===== config.mk =====
export PLATFORM = sky130hd
export DESIGN_NAME = neuro_top
export DESIGN_NICKNAME = d
export VERILOG_FILES = /design/src/neuro_pkg.sv /design/src/lif_neuron.sv /design/src/neuro_top.sv /design/src/param_bank.sv /design/src/pipe_loader.sv /design/src/spike_counter.sv /design/src/wave_mem_arbiter.sv /design/src/wave_player.sv
export VERILOG_INCLUDE_DIRS = /design/src
export SDC_FILE = /design/constraint.sdc
export NUM_CORES = 2
export LEC_CHECK = 0
export CORE_ASPECT_RATIO = 1.5
export CORE_MARGIN = 2
export CORE_UTILIZATION = 55
export DETAILED_ROUTE_END_ITERATION = 12
export DONT_BUFFER_PORTS = 1
export PLACE_DENSITY = 0.74
export REMOVE_ABC_BUFFERS = 1
export SETUP_SLACK_MARGIN = 0.02
export SLEW_MARGIN = 5
export SYNTH_ARGS = -nofsm -noshare
export SYNTH_HDL_FRONTEND = slang
export SYNTH_HIERARCHICAL = 1
export SYNTH_SLANG_ARGS = --single-unit

===== constraint.sdc =====
create_clock -name i_ep50trig -period 15.1 [get_ports i_ep50trig]
set_input_delay 1.51 -clock i_ep50trig [delete_from_list [all_inputs] [get_ports i_ep50trig]]
set_output_delay 1.51 -clock i_ep50trig [all_outputs]
set_load 0.05 [all_outputs]

===== src/neuro_settings.svh =====
`ifndef NEURO_SETTINGS_SVH
`define NEURO_SETTINGS_SVH

// datapath widths
`define NEURO_SAMPLE_W     16
`define NEURO_MEM_DEPTH    64
`define NEURO_ADDR_W       6
`define NEURO_PARAM_W      32
`define NEURO_CNT_W        32
`define NEURO_V_W          32
// leak is v >> 4 per sample
`define NEURO_LEAK_SHIFT   4

// parameter register defaults after reset
`define NEURO_DEF_TICK_DIV    32'd8
// gain of 256 is unity after the >> 8
`define NEURO_DEF_GAIN        32'd256
`define NEURO_DEF_THRESHOLD   32'd4000
`define NEURO_DEF_BLK_SIZE    32'd64
`define NEURO_DEF_SYN_WEIGHT  32'd0

`endif


===== src/neuro_pkg.sv =====
`include "neuro_settings.svh"

package neuro_pkg;

    // host write target select
    typedef enum logic [2:0]
    {
        PARAM_TICK_DIV   = 3'd0,
        PARAM_GAIN       = 3'd1,
        PARAM_THRESHOLD  = 3'd2,
        PARAM_BLK_SIZE   = 3'd3,
        PARAM_SYN_WEIGHT = 3'd4
    } param_id_e;

    // who held the memory port last cycle
    typedef enum logic [1:0]
    {
        OWN_NONE   = 2'd0,
        OWN_PLAYER = 2'd1,
        OWN_LOADER = 2'd2
    } arb_owner_e;

    // loader: idle or holding a stalled word
    typedef enum logic
    {
        LOAD_IDLE  = 1'b0,
        LOAD_WRITE = 1'b1
    } load_state_e;

    typedef logic [`NEURO_SAMPLE_W-1:0] sample_t;
    typedef logic [`NEURO_CNT_W-1:0]    count_t;

endpackage


===== src/lif_neuron.sv =====
`timescale 1ns/10ps
`include "neuro_settings.svh"

module lif_neuron
(
    input  logic                      i_ep50trig,
    input  logic                      i_reset_global,
    input  logic                      i_sim_restart,
    input  neuro_pkg::sample_t        i_sample,
    input  logic                      i_sample_valid,
    input  logic                      i_ext_spike,
    input  logic [`NEURO_PARAM_W-1:0] i_gain,
    input  logic [`NEURO_PARAM_W-1:0] i_syn_weight,
    input  logic [`NEURO_PARAM_W-1:0] i_threshold,
    output logic                      o_spike
);
    logic [`NEURO_SAMPLE_W+`NEURO_PARAM_W-1:0] product;
    logic [`NEURO_V_W-1:0]                     current;
    logic [`NEURO_V_W-1:0]                     syn_term;
    logic [`NEURO_V_W-1:0]                     membrane;
    logic [`NEURO_V_W-1:0]                     v_next;

    //////////////////////////////////////////////////////////////////////
    // synapse
    //////////////////////////////////////////////////////////////////////
    // gain is 8.8 fixed point
    assign product  = i_sample * i_gain;
    assign current  = product[`NEURO_V_W+7:8];
    // synaptic kick only while the external line is high
    assign syn_term = i_ext_spike ? i_syn_weight : '0;

    //////////////////////////////////////////////////////////////////////
    // membrane
    //////////////////////////////////////////////////////////////////////
    // leak then integrate
    assign v_next = membrane - (membrane >> `NEURO_LEAK_SHIFT) + current + syn_term;

    always_ff @(posedge i_ep50trig)
    begin
        if (i_reset_global || i_sim_restart)
        begin
            membrane <= '0;
            o_spike  <= 1'b0;
        end
        else if (i_sample_valid)
        begin
            // fire and reset at threshold
            if (v_next >= i_threshold)
            begin
                membrane <= '0;
                o_spike  <= 1'b1;
            end
            else
            begin
                membrane <= v_next;
                o_spike  <= 1'b0;
            end
        end
        else
            o_spike <= 1'b0;
    end

endmodule


===== src/neuro_top.sv =====
`timescale 1ns/10ps
`include "neuro_settings.svh"

module neuro_top
(
    input  logic                      i_ep50trig,
    input  logic                      i_reset_global,
    input  logic                      i_sim_restart,
    input  logic                      i_param_we,
    input  neuro_pkg::param_id_e      i_param_id,
    input  logic [`NEURO_PARAM_W-1:0] i_param_data,
    input  logic                      i_pipe_valid,
    input  neuro_pkg::sample_t        i_pipe_data,
    output logic                      o_pipe_ready,
    input  logic                      i_ext_spike,
    output neuro_pkg::sample_t        o_wave_sample,
    output logic                      o_wave_valid,
    output logic                      o_spike,
    output neuro_pkg::count_t         o_neuron_count,
    output neuro_pkg::count_t         o_ext_count
);
    import neuro_pkg::*;

    logic [`NEURO_PARAM_W-1:0] tick_div;
    logic [`NEURO_PARAM_W-1:0] gain;
    logic [`NEURO_PARAM_W-1:0] threshold;
    logic [`NEURO_PARAM_W-1:0] blk_size;
    logic [`NEURO_PARAM_W-1:0] syn_weight;

    // player side of the memory port
    logic                      play_req;
    logic [`NEURO_ADDR_W-1:0]  play_addr;
    logic                      play_grant;
    // loader side
    logic                      load_req;
    logic [`NEURO_ADDR_W-1:0]  load_addr;
    sample_t                   load_wdata;
    logic                      load_grant;
    sample_t                   mem_rdata;
    logic                      mem_rvalid;

    //////////////////////////////////////////////////////////////////////
    // host parameters
    //////////////////////////////////////////////////////////////////////
    param_bank param_bank_i
    (
        .i_ep50trig     (i_ep50trig),
        .i_reset_global (i_reset_global),
        .i_param_we     (i_param_we),
        .i_param_id     (i_param_id),
        .i_param_data   (i_param_data),
        .o_tick_div     (tick_div),
        .o_gain         (gain),
        .o_threshold    (threshold),
        .o_blk_size     (blk_size),
        .o_syn_weight   (syn_weight)
    );

    //////////////////////////////////////////////////////////////////////
    // sample memory and its two peers
    //////////////////////////////////////////////////////////////////////
    pipe_loader pipe_loader_i
    (
        .i_ep50trig     (i_ep50trig),
        .i_reset_global (i_reset_global),
        .i_sim_restart  (i_sim_restart),
        .i_pipe_valid   (i_pipe_valid),
        .i_pipe_data    (i_pipe_data),
        .o_pipe_ready   (o_pipe_ready),
        .o_mem_req      (load_req),
        .o_mem_addr     (load_addr),
        .o_mem_wdata    (load_wdata),
        .i_mem_grant    (load_grant)
    );

    wave_player wave_player_i
    (
        .i_ep50trig     (i_ep50trig),
        .i_reset_global (i_reset_global),
        .i_sim_restart  (i_sim_restart),
        .i_tick_div     (tick_div),
        .i_blk_size     (blk_size),
        .o_mem_req      (play_req),
        .o_mem_addr     (play_addr),
        .i_mem_grant    (play_grant),
        .i_mem_rdata    (mem_rdata),
        .i_mem_rvalid   (mem_rvalid),
        .o_wave_sample  (o_wave_sample),
        .o_wave_valid   (o_wave_valid)
    );

    wave_mem_arbiter wave_mem_arbiter_i
    (
        .i_ep50trig     (i_ep50trig),
        .i_reset_global (i_reset_global),
        .i_play_req     (play_req),
        .i_play_addr    (play_addr),
        .o_play_grant   (play_grant),
        .i_load_req     (load_req),
        .i_load_addr    (load_addr),
        .i_load_wdata   (load_wdata),
        .o_load_grant   (load_grant),
        .o_rdata        (mem_rdata),
        .o_rvalid       (mem_rvalid)
    );

    //////////////////////////////////////////////////////////////////////
    // neuron and spike counts
    //////////////////////////////////////////////////////////////////////
    lif_neuron lif_neuron_i
    (
        .i_ep50trig     (i_ep50trig),
        .i_reset_global (i_reset_global),
        .i_sim_restart  (i_sim_restart),
        .i_sample       (o_wave_sample),
        .i_sample_valid (o_wave_valid),
        .i_ext_spike    (i_ext_spike),
        .i_gain         (gain),
        .i_syn_weight   (syn_weight),
        .i_threshold    (threshold),
        .o_spike        (o_spike)
    );

    spike_counter spike_counter_i
    (
        .i_ep50trig     (i_ep50trig),
        .i_reset_global (i_reset_global),
        .i_sim_restart  (i_sim_restart),
        .i_neuron_spike (o_spike),
        .i_ext_spike    (i_ext_spike),
        .o_neuron_count (o_neuron_count),
        .o_ext_count    (o_ext_count)
    );

endmodule


===== src/param_bank.sv =====
`timescale 1ns/10ps
`include "neuro_settings.svh"

module param_bank
(
    input  logic                      i_ep50trig,
    input  logic                      i_reset_global,
    input  logic                      i_param_we,
    input  neuro_pkg::param_id_e      i_param_id,
    input  logic [`NEURO_PARAM_W-1:0] i_param_data,
    output logic [`NEURO_PARAM_W-1:0] o_tick_div,
    output logic [`NEURO_PARAM_W-1:0] o_gain,
    output logic [`NEURO_PARAM_W-1:0] o_threshold,
    output logic [`NEURO_PARAM_W-1:0] o_blk_size,
    output logic [`NEURO_PARAM_W-1:0] o_syn_weight
);
    import neuro_pkg::*;

    //////////////////////////////////////////////////////////////////////
    // trigger-style parameter writes
    //////////////////////////////////////////////////////////////////////
    always_ff @(posedge i_ep50trig)
    begin
        if (i_reset_global)
        begin
            o_tick_div   <= `NEURO_DEF_TICK_DIV;
            o_gain       <= `NEURO_DEF_GAIN;
            o_threshold  <= `NEURO_DEF_THRESHOLD;
            o_blk_size   <= `NEURO_DEF_BLK_SIZE;
            o_syn_weight <= `NEURO_DEF_SYN_WEIGHT;
        end
        else if (i_param_we)
        begin
            // one register per id, others untouched
            case (i_param_id)
                PARAM_TICK_DIV:   o_tick_div   <= i_param_data;
                PARAM_GAIN:       o_gain       <= i_param_data;
                PARAM_THRESHOLD:  o_threshold  <= i_param_data;
                PARAM_BLK_SIZE:   o_blk_size   <= i_param_data;
                PARAM_SYN_WEIGHT: o_syn_weight <= i_param_data;
                // undefined ids dropped
                default: ;
            endcase
        end
    end

    // host only ever targets a defined register
    a_known_id: assert property (@(posedge i_ep50trig) disable iff (i_reset_global)
        i_param_we |-> (i_param_id inside {PARAM_TICK_DIV, PARAM_GAIN, PARAM_THRESHOLD,
                                           PARAM_BLK_SIZE, PARAM_SYN_WEIGHT}));

endmodule


===== src/pipe_loader.sv =====
`timescale 1ns/10ps
`include "neuro_settings.svh"

module pipe_loader
(
    input  logic                     i_ep50trig,
    input  logic                     i_reset_global,
    input  logic                     i_sim_restart,
    input  logic                     i_pipe_valid,
    input  neuro_pkg::sample_t       i_pipe_data,
    output logic                     o_pipe_ready,
    output logic                     o_mem_req,
    output logic [`NEURO_ADDR_W-1:0] o_mem_addr,
    output neuro_pkg::sample_t       o_mem_wdata,
    input  logic                     i_mem_grant
);
    import neuro_pkg::*;

    logic [`NEURO_ADDR_W-1:0] wr_addr;
    load_state_e              load_state;

    // every offered word asks for a write slot
    assign o_mem_req    = i_pipe_valid;
    assign o_mem_addr   = wr_addr;
    assign o_mem_wdata  = i_pipe_data;
    // host sees the arbiter's slot directly
    assign o_pipe_ready = i_mem_grant;

    // write pointer, wraps at the memory depth
    always_ff @(posedge i_ep50trig)
    begin
        if (i_reset_global || i_sim_restart)
            wr_addr <= '0;
        else if (i_pipe_valid && i_mem_grant)
            wr_addr <= wr_addr + 1'b1;
    end

    // LOAD_WRITE marks a word left pending by a stall
    always_ff @(posedge i_ep50trig)
    begin
        if (i_reset_global)
            load_state <= LOAD_IDLE;
        else if (i_pipe_valid && !i_mem_grant)
            load_state <= LOAD_WRITE;
        else
            load_state <= LOAD_IDLE;
    end

    // a stalled word stays offered and unchanged
    a_hold_data: assert property (@(posedge i_ep50trig) disable iff (i_reset_global)
        (load_state == LOAD_WRITE) |-> (i_pipe_valid && i_pipe_data == $past(i_pipe_data)));

endmodule


===== src/spike_counter.sv =====
`timescale 1ns/10ps
`include "neuro_settings.svh"

module spike_counter
(
    input  logic              i_ep50trig,
    input  logic              i_reset_global,
    input  logic              i_sim_restart,
    input  logic              i_neuron_spike,
    input  logic              i_ext_spike,
    output neuro_pkg::count_t o_neuron_count,
    output neuro_pkg::count_t o_ext_count
);
    logic ext_d;
    logic ext_rise;

    // delayed copy for edge detect
    always_ff @(posedge i_ep50trig)
    begin
        if (i_reset_global)
            ext_d <= 1'b0;
        else
            ext_d <= i_ext_spike;
    end

    assign ext_rise = i_ext_spike && !ext_d;

    // both counters stick at all ones
    always_ff @(posedge i_ep50trig)
    begin
        if (i_reset_global || i_sim_restart)
        begin
            o_neuron_count <= '0;
            o_ext_count    <= '0;
        end
        else
        begin
            if (i_neuron_spike && o_neuron_count != '1)
                o_neuron_count <= o_neuron_count + 1'b1;
            if (ext_rise && o_ext_count != '1)
                o_ext_count <= o_ext_count + 1'b1;
        end
    end

endmodule


===== src/wave_mem_arbiter.sv =====
`timescale 1ns/10ps
`include "neuro_settings.svh"

module wave_mem_arbiter
(
    input  logic                     i_ep50trig,
    input  logic                     i_reset_global,
    input  logic                     i_play_req,
    input  logic [`NEURO_ADDR_W-1:0] i_play_addr,
    output logic                     o_play_grant,
    input  logic                     i_load_req,
    input  logic [`NEURO_ADDR_W-1:0] i_load_addr,
    input  neuro_pkg::sample_t       i_load_wdata,
    output logic                     o_load_grant,
    output neuro_pkg::sample_t       o_rdata,
    output logic                     o_rvalid
);
    import neuro_pkg::*;

    sample_t    mem [`NEURO_MEM_DEPTH];
    arb_owner_e owner;

    //////////////////////////////////////////////////////////////////////
    // fixed priority, player first
    //////////////////////////////////////////////////////////////////////
    assign o_play_grant = i_play_req;
    // load slot offered whenever the player is quiet
    assign o_load_grant = !i_play_req;

    // sample array, single port
    always_ff @(posedge i_ep50trig)
    begin
        if (o_play_grant)
            o_rdata <= mem[i_play_addr];
        else if (i_load_req && o_load_grant)
            mem[i_load_addr] <= i_load_wdata;
    end

    // owner of the slot just used
    always_ff @(posedge i_ep50trig)
    begin
        if (i_reset_global)
            owner <= OWN_NONE;
        else if (o_play_grant)
            owner <= OWN_PLAYER;
        else if (i_load_req && o_load_grant)
            owner <= OWN_LOADER;
        else
            owner <= OWN_NONE;
    end

    // read data valid only behind a player slot
    assign o_rvalid = (owner == OWN_PLAYER);

    // one owner per cycle
    a_one_grant: assert property (@(posedge i_ep50trig) disable iff (i_reset_global)
        !(o_play_grant && o_load_grant));

endmodule


===== src/wave_player.sv =====
`timescale 1ns/10ps
`include "neuro_settings.svh"

module wave_player
(
    input  logic                      i_ep50trig,
    input  logic                      i_reset_global,
    input  logic                      i_sim_restart,
    input  logic [`NEURO_PARAM_W-1:0] i_tick_div,
    input  logic [`NEURO_PARAM_W-1:0] i_blk_size,
    output logic                      o_mem_req,
    output logic [`NEURO_ADDR_W-1:0]  o_mem_addr,
    input  logic                      i_mem_grant,
    input  neuro_pkg::sample_t        i_mem_rdata,
    input  logic                      i_mem_rvalid,
    output neuro_pkg::sample_t        o_wave_sample,
    output logic                      o_wave_valid
);
    logic [`NEURO_PARAM_W-1:0] tick_cnt;
    logic [`NEURO_PARAM_W-1:0] tick_cnt_next;
    logic                      tick;
    logic [`NEURO_ADDR_W-1:0]  rd_addr;
    logic [`NEURO_PARAM_W-1:0] rd_addr_next;

    //////////////////////////////////////////////////////////////////////
    // tick divider
    //////////////////////////////////////////////////////////////////////
    assign tick_cnt_next = tick_cnt + `NEURO_PARAM_W'(1);

    // one registered tick every tick_div cycles
    always_ff @(posedge i_ep50trig)
    begin
        if (i_reset_global || i_sim_restart)
        begin
            tick_cnt <= '0;
            tick     <= 1'b0;
        end
        else if (tick_cnt_next >= i_tick_div)
        begin
            tick_cnt <= '0;
            tick     <= 1'b1;
        end
        else
        begin
            tick_cnt <= tick_cnt_next;
            tick     <= 1'b0;
        end
    end

    //////////////////////////////////////////////////////////////////////
    // sample fetch
    //////////////////////////////////////////////////////////////////////
    assign o_mem_req  = tick;
    assign o_mem_addr = rd_addr;

    // next address, widened to compare against blk_size
    assign rd_addr_next = {{(`NEURO_PARAM_W-`NEURO_ADDR_W){1'b0}}, rd_addr}
                          + `NEURO_PARAM_W'(1);

    always_ff @(posedge i_ep50trig)
    begin
        if (i_reset_global || i_sim_restart)
            rd_addr <= '0;
        else if (tick && i_mem_grant)
        begin
            // wrap at the end of the block
            if (rd_addr_next >= i_blk_size)
                rd_addr <= '0;
            else
                rd_addr <= rd_addr_next[`NEURO_ADDR_W-1:0];
        end
    end

    // arbiter read data lands one cycle after the tick
    assign o_wave_sample = i_mem_rdata;
    assign o_wave_valid  = i_mem_rvalid;

    // player has priority so it is never refused
    a_req_granted: assert property (@(posedge i_ep50trig) disable iff (i_reset_global)
        o_mem_req |-> i_mem_grant);

endmodule

### Word-level counts from Yosys, hierarchy flattened

Memories as Yosys holds them, arrays and structs flattened. A register that Yosys moved wholly into a read port is not among the register bits.
Index checks and enable logic that the tools add are counted.

| storage, ports and cells | value |
|---|---|
| bits in writable memories | 1024 |
| memories kept | 1 |
| register bits after elaboration | 305 |

| cells by class | value |
|---|---|
| bitwise operators | 1 |
| multiplexer cells | 10 |
| $add $sub $neg | 8 |
| reduce and logical (&&, ||, !) cells | 16 |
| eq/ne operators | 7 |
| $mul | 1 |
| magnitude comparators | 3 |

Memory list:

| memory | words | bits a word | rd ports | clocked after memory_dff | wr ports | line | source |
|---|---|---|---|---|---|---|---|
| wave_mem_arbiter_i.mem | 64 | 16 | 1 | 1 | 1 | wave_mem_arbiter.sv:20 | `` sample_t mem [`NEURO_MEM_DEPTH]; `` |

Operator list:

| kind | count |
|---|---|
| adder 32 x 1 -> 32 bit (second input constant) | 3 |
| greater-or-equal comparator 32 bit | 3 |
| adder 32 bit | 2 |
| two-way mux 32 bit | 2 |
| != test 32 bit (second input constant) | 2 |
| multiplier 16 x 32 -> 40 bit | 1 |
| subtractor 32 x 28 -> 32 bit | 1 |
| AND reduction 2 bit | 5 |
| adder 6 x 1 -> 7 bit (second input constant) | 1 |
| adder 6 x 1 -> 6 bit (second input constant) | 1 |
| == test 3 x 2 -> 1 bit (second input constant) | 2 |
| two-way mux 1 bit | 6 |
| two-way mux 6 bit | 1 |
| OR reduction 2 bit | 3 |
| logical AND 1 bit | 4 |
| == test 3 x 1 -> 1 bit (second input constant) | 1 |
| == test 3 bit (second input constant) | 1 |
| zero test 3 bit | 1 |
| == test 2 x 1 -> 1 bit (second input constant) | 1 |
| zero test 1 bit | 2 |
| two-way mux 2 bit | 1 |
| logical OR 1 bit | 1 |
| NOT 1 bit | 1 |

### Longest topological paths before layout

| logic depth | value |
|---|---|
| depth in word-level cells | 5 |
| depth in mapped cells | 49 |

### Cells and area by module

Netlist, hierarchy kept.

By module, submodules not included:

| module | area each (sq um) | times used | cells an instance | seq. area each (sq um) |
|---|---|---|---|---|
| wave_mem_arbiter | 40202.3 | 1 | 1829 | 31270.0 |
| lif_neuron | 19058.3 | 1 | 2206 | 660.6 |
| param_bank | 6313.6 | 1 | 569 | 3203.1 |
| spike_counter | 3378.2 | 1 | 405 | 1301.2 |
| wave_player | 2937.8 | 1 | 355 | 780.7 |
| pipe_loader | 392.9 | 1 | 49 | 120.1 |

### Worst setup path before layout

No wires, ideal clock.

| path | value |
|---|---|
| path kind | register -> register |
| start | reg wave_mem_arbiter_i.o_rdata[12] (read register of wave_mem_arbiter_i.mem) |
| end | reg lif_neuron_i.membrane[10] |
| slack | 4.792 ns |
| cell stages (with the launch flop) | 45 |
| arrival time | 10.238 ns |
| setup time | 0.070 ns |
| path through | edfxtp_1 buf_4 clkbuf_1 clkbuf_1 nand2_1 fa_1 inv_1 fa_1 fa_1 fa_1 fa_1 inv_1 fa_1 inv_1 ha_1 a211oi_1 nor2_1 nor3_1 [9 not listed] inv_1 ha_1 a21o_1 a21o_1 a21oi_1 o21ai_2 a21oi_1 xnor2_1 ha_1 a21o_1 a21o_1 a221oi_1 o211ai_1 a41oi_1 buf_4 buf_4 nand3_1 a21oi_1 |

| between the ends | value |
|---|---|
| word-level cells in the longest chain between the ends | 5 |

Ends and longest elaborated chain:

| what | line | source |
|---|---|---|
| start, declared | wave_mem_arbiter.sv:15 | `output neuro_pkg::sample_t o_rdata,` |
| multiplier 16 x 32 -> 40 bit * | lif_neuron.sv:27 | `assign product = i_sample * i_gain;` |
| adder 32 bit * (2 in a row) | lif_neuron.sv:36 | `` assign v_next = membrane - (membrane >> `NEURO_LEAK_SHIFT) + current + syn_term; `` |
| greater-or-equal comparator 32 bit | lif_neuron.sv:48 | `if (v_next >= i_threshold)` |
| two-way mux 32 bit * | lif_neuron.sv:48 |  |
| end signal, assigned | lif_neuron.sv:55 | `membrane <= v_next;` |
| end, declared | lif_neuron.sv:20 | `` logic [`NEURO_V_W-1:0] membrane; `` |

Every way passes the cells marked *; elsewhere a longest branch is shown, timed or not.
A chain may end at the register's enable or synchronous reset.

### Worst setup path after layout

| path | value |
|---|---|
| start | reg wave_mem_arbiter_i.o_rdata[4] (read register of wave_mem_arbiter_i.mem) |
| end | reg lif_neuron_i.membrane[11] |

The elaborated chain is that of the path after synthesis.

==> qor.txt <==
Status: complete, but fails checks
Gpl congestion: 0.946
GR Util met2: 0.507
Synthesis-to-finish area growth: 7.84%
Part of the Yosys area used for sequential elements: 0.517
M1 GR Usage: 0.303
Distinct cell type count after synthesis: 103
Hold path depth: 1
Mapped Area: 72300 um^2
Die Y: 448 um
FFs w/ async S/R, synth: 0
Crit-path max FO: 20
# fillers: 9996
Final Max Tran Viols: 0
Largest net degree at the start of global routing: 215
RSZ-0062 raised after global routing: false
Classification of the worst setup path: reg2reg
MaxCap Viol Count: 0
CP max stage cell: edfxtp_1
YS warnings: 6
Peak Freq: 78.9 MHz
Main synth FF type: edfxtp_1
Power per cell area: 111 nW/um^2
# port buffers: 0
Count leader, synth: edfxtp_1
All-Layer GR Usage: 0.284
Top cells by area, synth: edfxtp_1 (43%), fa_1 (12%), dfxtp_1 (8.4%)
Routed wire length: 187 mm
Core area: 130000 um^2
# H-tree levels: 4
Critical R2R Launch: wave_mem_arbiter_i/o_rdata[4]
Avg Cell Area, Syn: 13.4 um^2
Vias in the first global route: 46222
Critical path's most frequent cell: fa_1
Cell accounting for the most synthesized area: edfxtp_1
Layout Nets: 6069
Clock sinks: 1345
Hold-fix buffers at CTS: 0
Share of cells above drive strength 1: 0.111
Row count: 162
Top delay family on crit path: adder cells
Crit share post-route: 0.839
Final setup margin: 2.42 ns
Failing checks: antenna violations
First-pass GRT wire length: 282 mm
CTS tree: built
Pleak: 28.2 nW
Initial DRC count: 3509
Starting density of the core: 0.555
Routed len/inst: 26.0 um
DP Worst Slack: 2.56 ns
Syn Inst Count: 5413
DRT Pass-1 Iters: 10
Io pins: 140
Final HPWL DP: 127 mm
Worst reg2reg path depth: 43
VDD IR max: 0.000133 V
Final core occ: 0.599
Hold crit path type: reg2reg
#FFs+latches synth: 1345
Post-synth top area share: 0.432
CP required: 15.77 ns
Reg2Reg Setup Slack: 2.42 ns
Post-synth EDFFs: 1040
Relative slew slack: 0.117
Root Buffer: clkbuf_16
Fin Clk Skew: 0.0320 ns
Maximum clock path buffer count: 3
Sum Neg Setup Slack: 0 ns
Antenna violations before repair: 4
Worst Hold End: wave_player_i/tick_cnt[0]
Num CTS Buffers: 130
Die area: 134000 um^2
DRC Markers: 0
Worst slew pin tran: 1.31 ns
Post-synth top cells: edfxtp_1 (1040), inv_1 (585), nand2_1 (497)
Die Wd: 300 um
Worst skew pair latency: 0.77 ns
CP arrival: 13.35 ns
Grt peak-use layer: met2
Post-CTS Setup Bufs: 0
Final worst path period need: 12.68 ns
Final setup viols: 0
DR vias: 43352
Routed Antenna Nets: 1
Met3 GRT Util: 0.0446
Post-CTS Resized: 0
Largest stage delay, worst path: 0.91 ns
Critical path launch point type: flip-flop
Worst R2R End: lif_neuron_i/membrane[11]
Final Hold Fails: 0
Buf/Inv on CP: 6
Hold path startpoint: wave_player_i/tick_cnt[0]
Vias per cell: 6.02
Crit end category: flip-flop
CTS clk-pin slew, worst paths: 0.06 ns
GRT overflow: 0
[area by class of cell]
cell class	count	area, um^2	share of cell area
Sequential cell	1345	37400	0.479
Multi-Input combinational cell	3198	31300	0.401
Clock buffer	165	3500	0.0449
Inverter	586	2200	0.0282
Tap cell	1722	2150	0.0276
Timing Repair Buffer	109	831	0.0107
Clock inverter	65	643	0.00825
Antenna cell	6	15.0	0.000193
[cells by family after synthesis]
logic type	share of synthesized area
AO/OA/AOI/OAI	0.0464
XOR/XNOR	0.0143
adder cells (fa/ha/maj)	0.158
buffers and inverters	0.0518
flip-flops	0.517
multiplexers	0.112
AND/OR/NAND/NOR	0.101
[flip-flops by register name, indices dropped and copies added, names as in the netlist, 2 cells and up]
name                            flops
wave_mem_arbiter_i/mem           1024
lif_neuron_i/membrane              32
param_bank_i/o_blk_size            32
param_bank_i/o_gain                32
param_bank_i/o_syn_weight          32
param_bank_i/o_threshold           32
param_bank_i/o_tick_div            32
spike_counter_i/o_ext_count        32
spike_counter_i/o_neuron_count     32
wave_player_i/tick_cnt             32
wave_mem_arbiter_i/o_rdata         16
pipe_loader_i/o_mem_addr            6
wave_player_i/o_mem_addr            6
wave_mem_arbiter_i/owner            2
[metal layers]
metal | routed length (um) | part of all wire
met1 | 62600 | 0.33
met2 | 97700 | 0.52
met3 | 10300 | 0.055
met4 | 16300 | 0.087
met5 | 15 | 0.000080
[worst reg2reg max path: cells and delay by family, from the launching register on]
kind | cells | cell delay (ns)
fa+ha+maj | 11 | 4.89
compound gates | 16 | 3.95
simple gates | 8 | 1.52
flops | 1 | 0.91
buf+inv | 6 | 0.77
xor+xnor | 2 | 0.56
[report_power, final]
part | leakage (nW) | total [mW] | switching (mW) | internal (mW)
registers | 11.8 | 4.01 | 0.0154 | 3.99
clock network | 2.02 | 3.22 | 1.41 | 1.81
logic | 14.3 | 1.46 | 0.871 | 0.587
[metrics by stage]
| stage | cell area, um^2 | cells | total power [mW] | hold WS, ns |
|---|---|---|---|---|
| after floorplan | 70700 | 5129 | 5.15 | 0.433 |
| after global placement | 73800 | 6960 | 5.50 | 0.451 |
| after detailed placement | 73800 | 6960 | 5.53 | 0.460 |
| after CTS | 77900 | 7190 | 8.73 | 0.472 |
| after global routing | 77900 | 7191 | 9.05 | 0.487 |
| final | 77900 | 7196 | 8.68 | 0.467 |
[layout by cell type, fill, tap and decap left out, types with 15 or more instances in the layout]
cell | Yosys | routed
and3_1 | 19 | 19
mux2i_1 | 271 | 271
nand4_1 | 36 | 36
o21ai_0 | 55 | 54
nand2_1 | 497 | 497
o22ai_1 | 16 | 16
xor2_1 | 42 | 42
nor2_1 | 178 | 169
mux4_2 | 200 | 200
o21a_1 | 16 | 16
a22oi_1 | 57 | 57
dfxtp_1 | 305 | 301
or3_1 | 41 | 41
o31ai_1 | 18 | 18
a21oi_1 | 132 | 132
clkinv_2 | 0 | 15
and2_1 | 187 | 187
mux4_1 | 16 | 16
mux2_2 | 41 | 41
buf_4 | 54 | 108
xnor2_1 | 74 | 74
nand3_1 | 85 | 85
nor2b_1 | 50 | 49
nand2b_1 | 212 | 212
o21ai_1 | 18 | 18
fa_1 | 450 | 450
ha_1 | 192 | 192
clkbuf_16 | 0 | 134
clkbuf_1 | 142 | 28
nor3_1 | 27 | 27
o211ai_1 | 15 | 15
edfxtp_1 | 1040 | 1040
clkinv_1 | 1 | 24
a21o_1 | 30 | 30
inv_1 | 585 | 585
[worst max path at each step]
| stage | slack (ns) | start | depth (start not counted) | end |
|---|---|---|---|---|
| 2_1_floorplan | 3.94 | wave_mem_arbiter_i/o_rdata[6] | 42 | lif_neuron_i/membrane[31] |
| 3_3_place_gp | 2.74 | wave_mem_arbiter_i/o_rdata[6] | 43 | lif_neuron_i/membrane[22] |
| 3_5_place_dp | 2.56 | wave_mem_arbiter_i/o_rdata[6] | 43 | lif_neuron_i/membrane[22] |
| 4_1_cts | 2.49 | wave_mem_arbiter_i/o_rdata[6] | 43 | lif_neuron_i/membrane[12] |
| 5_1_grt | 1.61 | wave_mem_arbiter_i/o_rdata[6] | 45 | lif_neuron_i/membrane[22] |
| 6_report | 2.42 | wave_mem_arbiter_i/o_rdata[4] | 43 | lif_neuron_i/membrane[11] |
No activity file was read; power rests on OpenSTA's default activity.
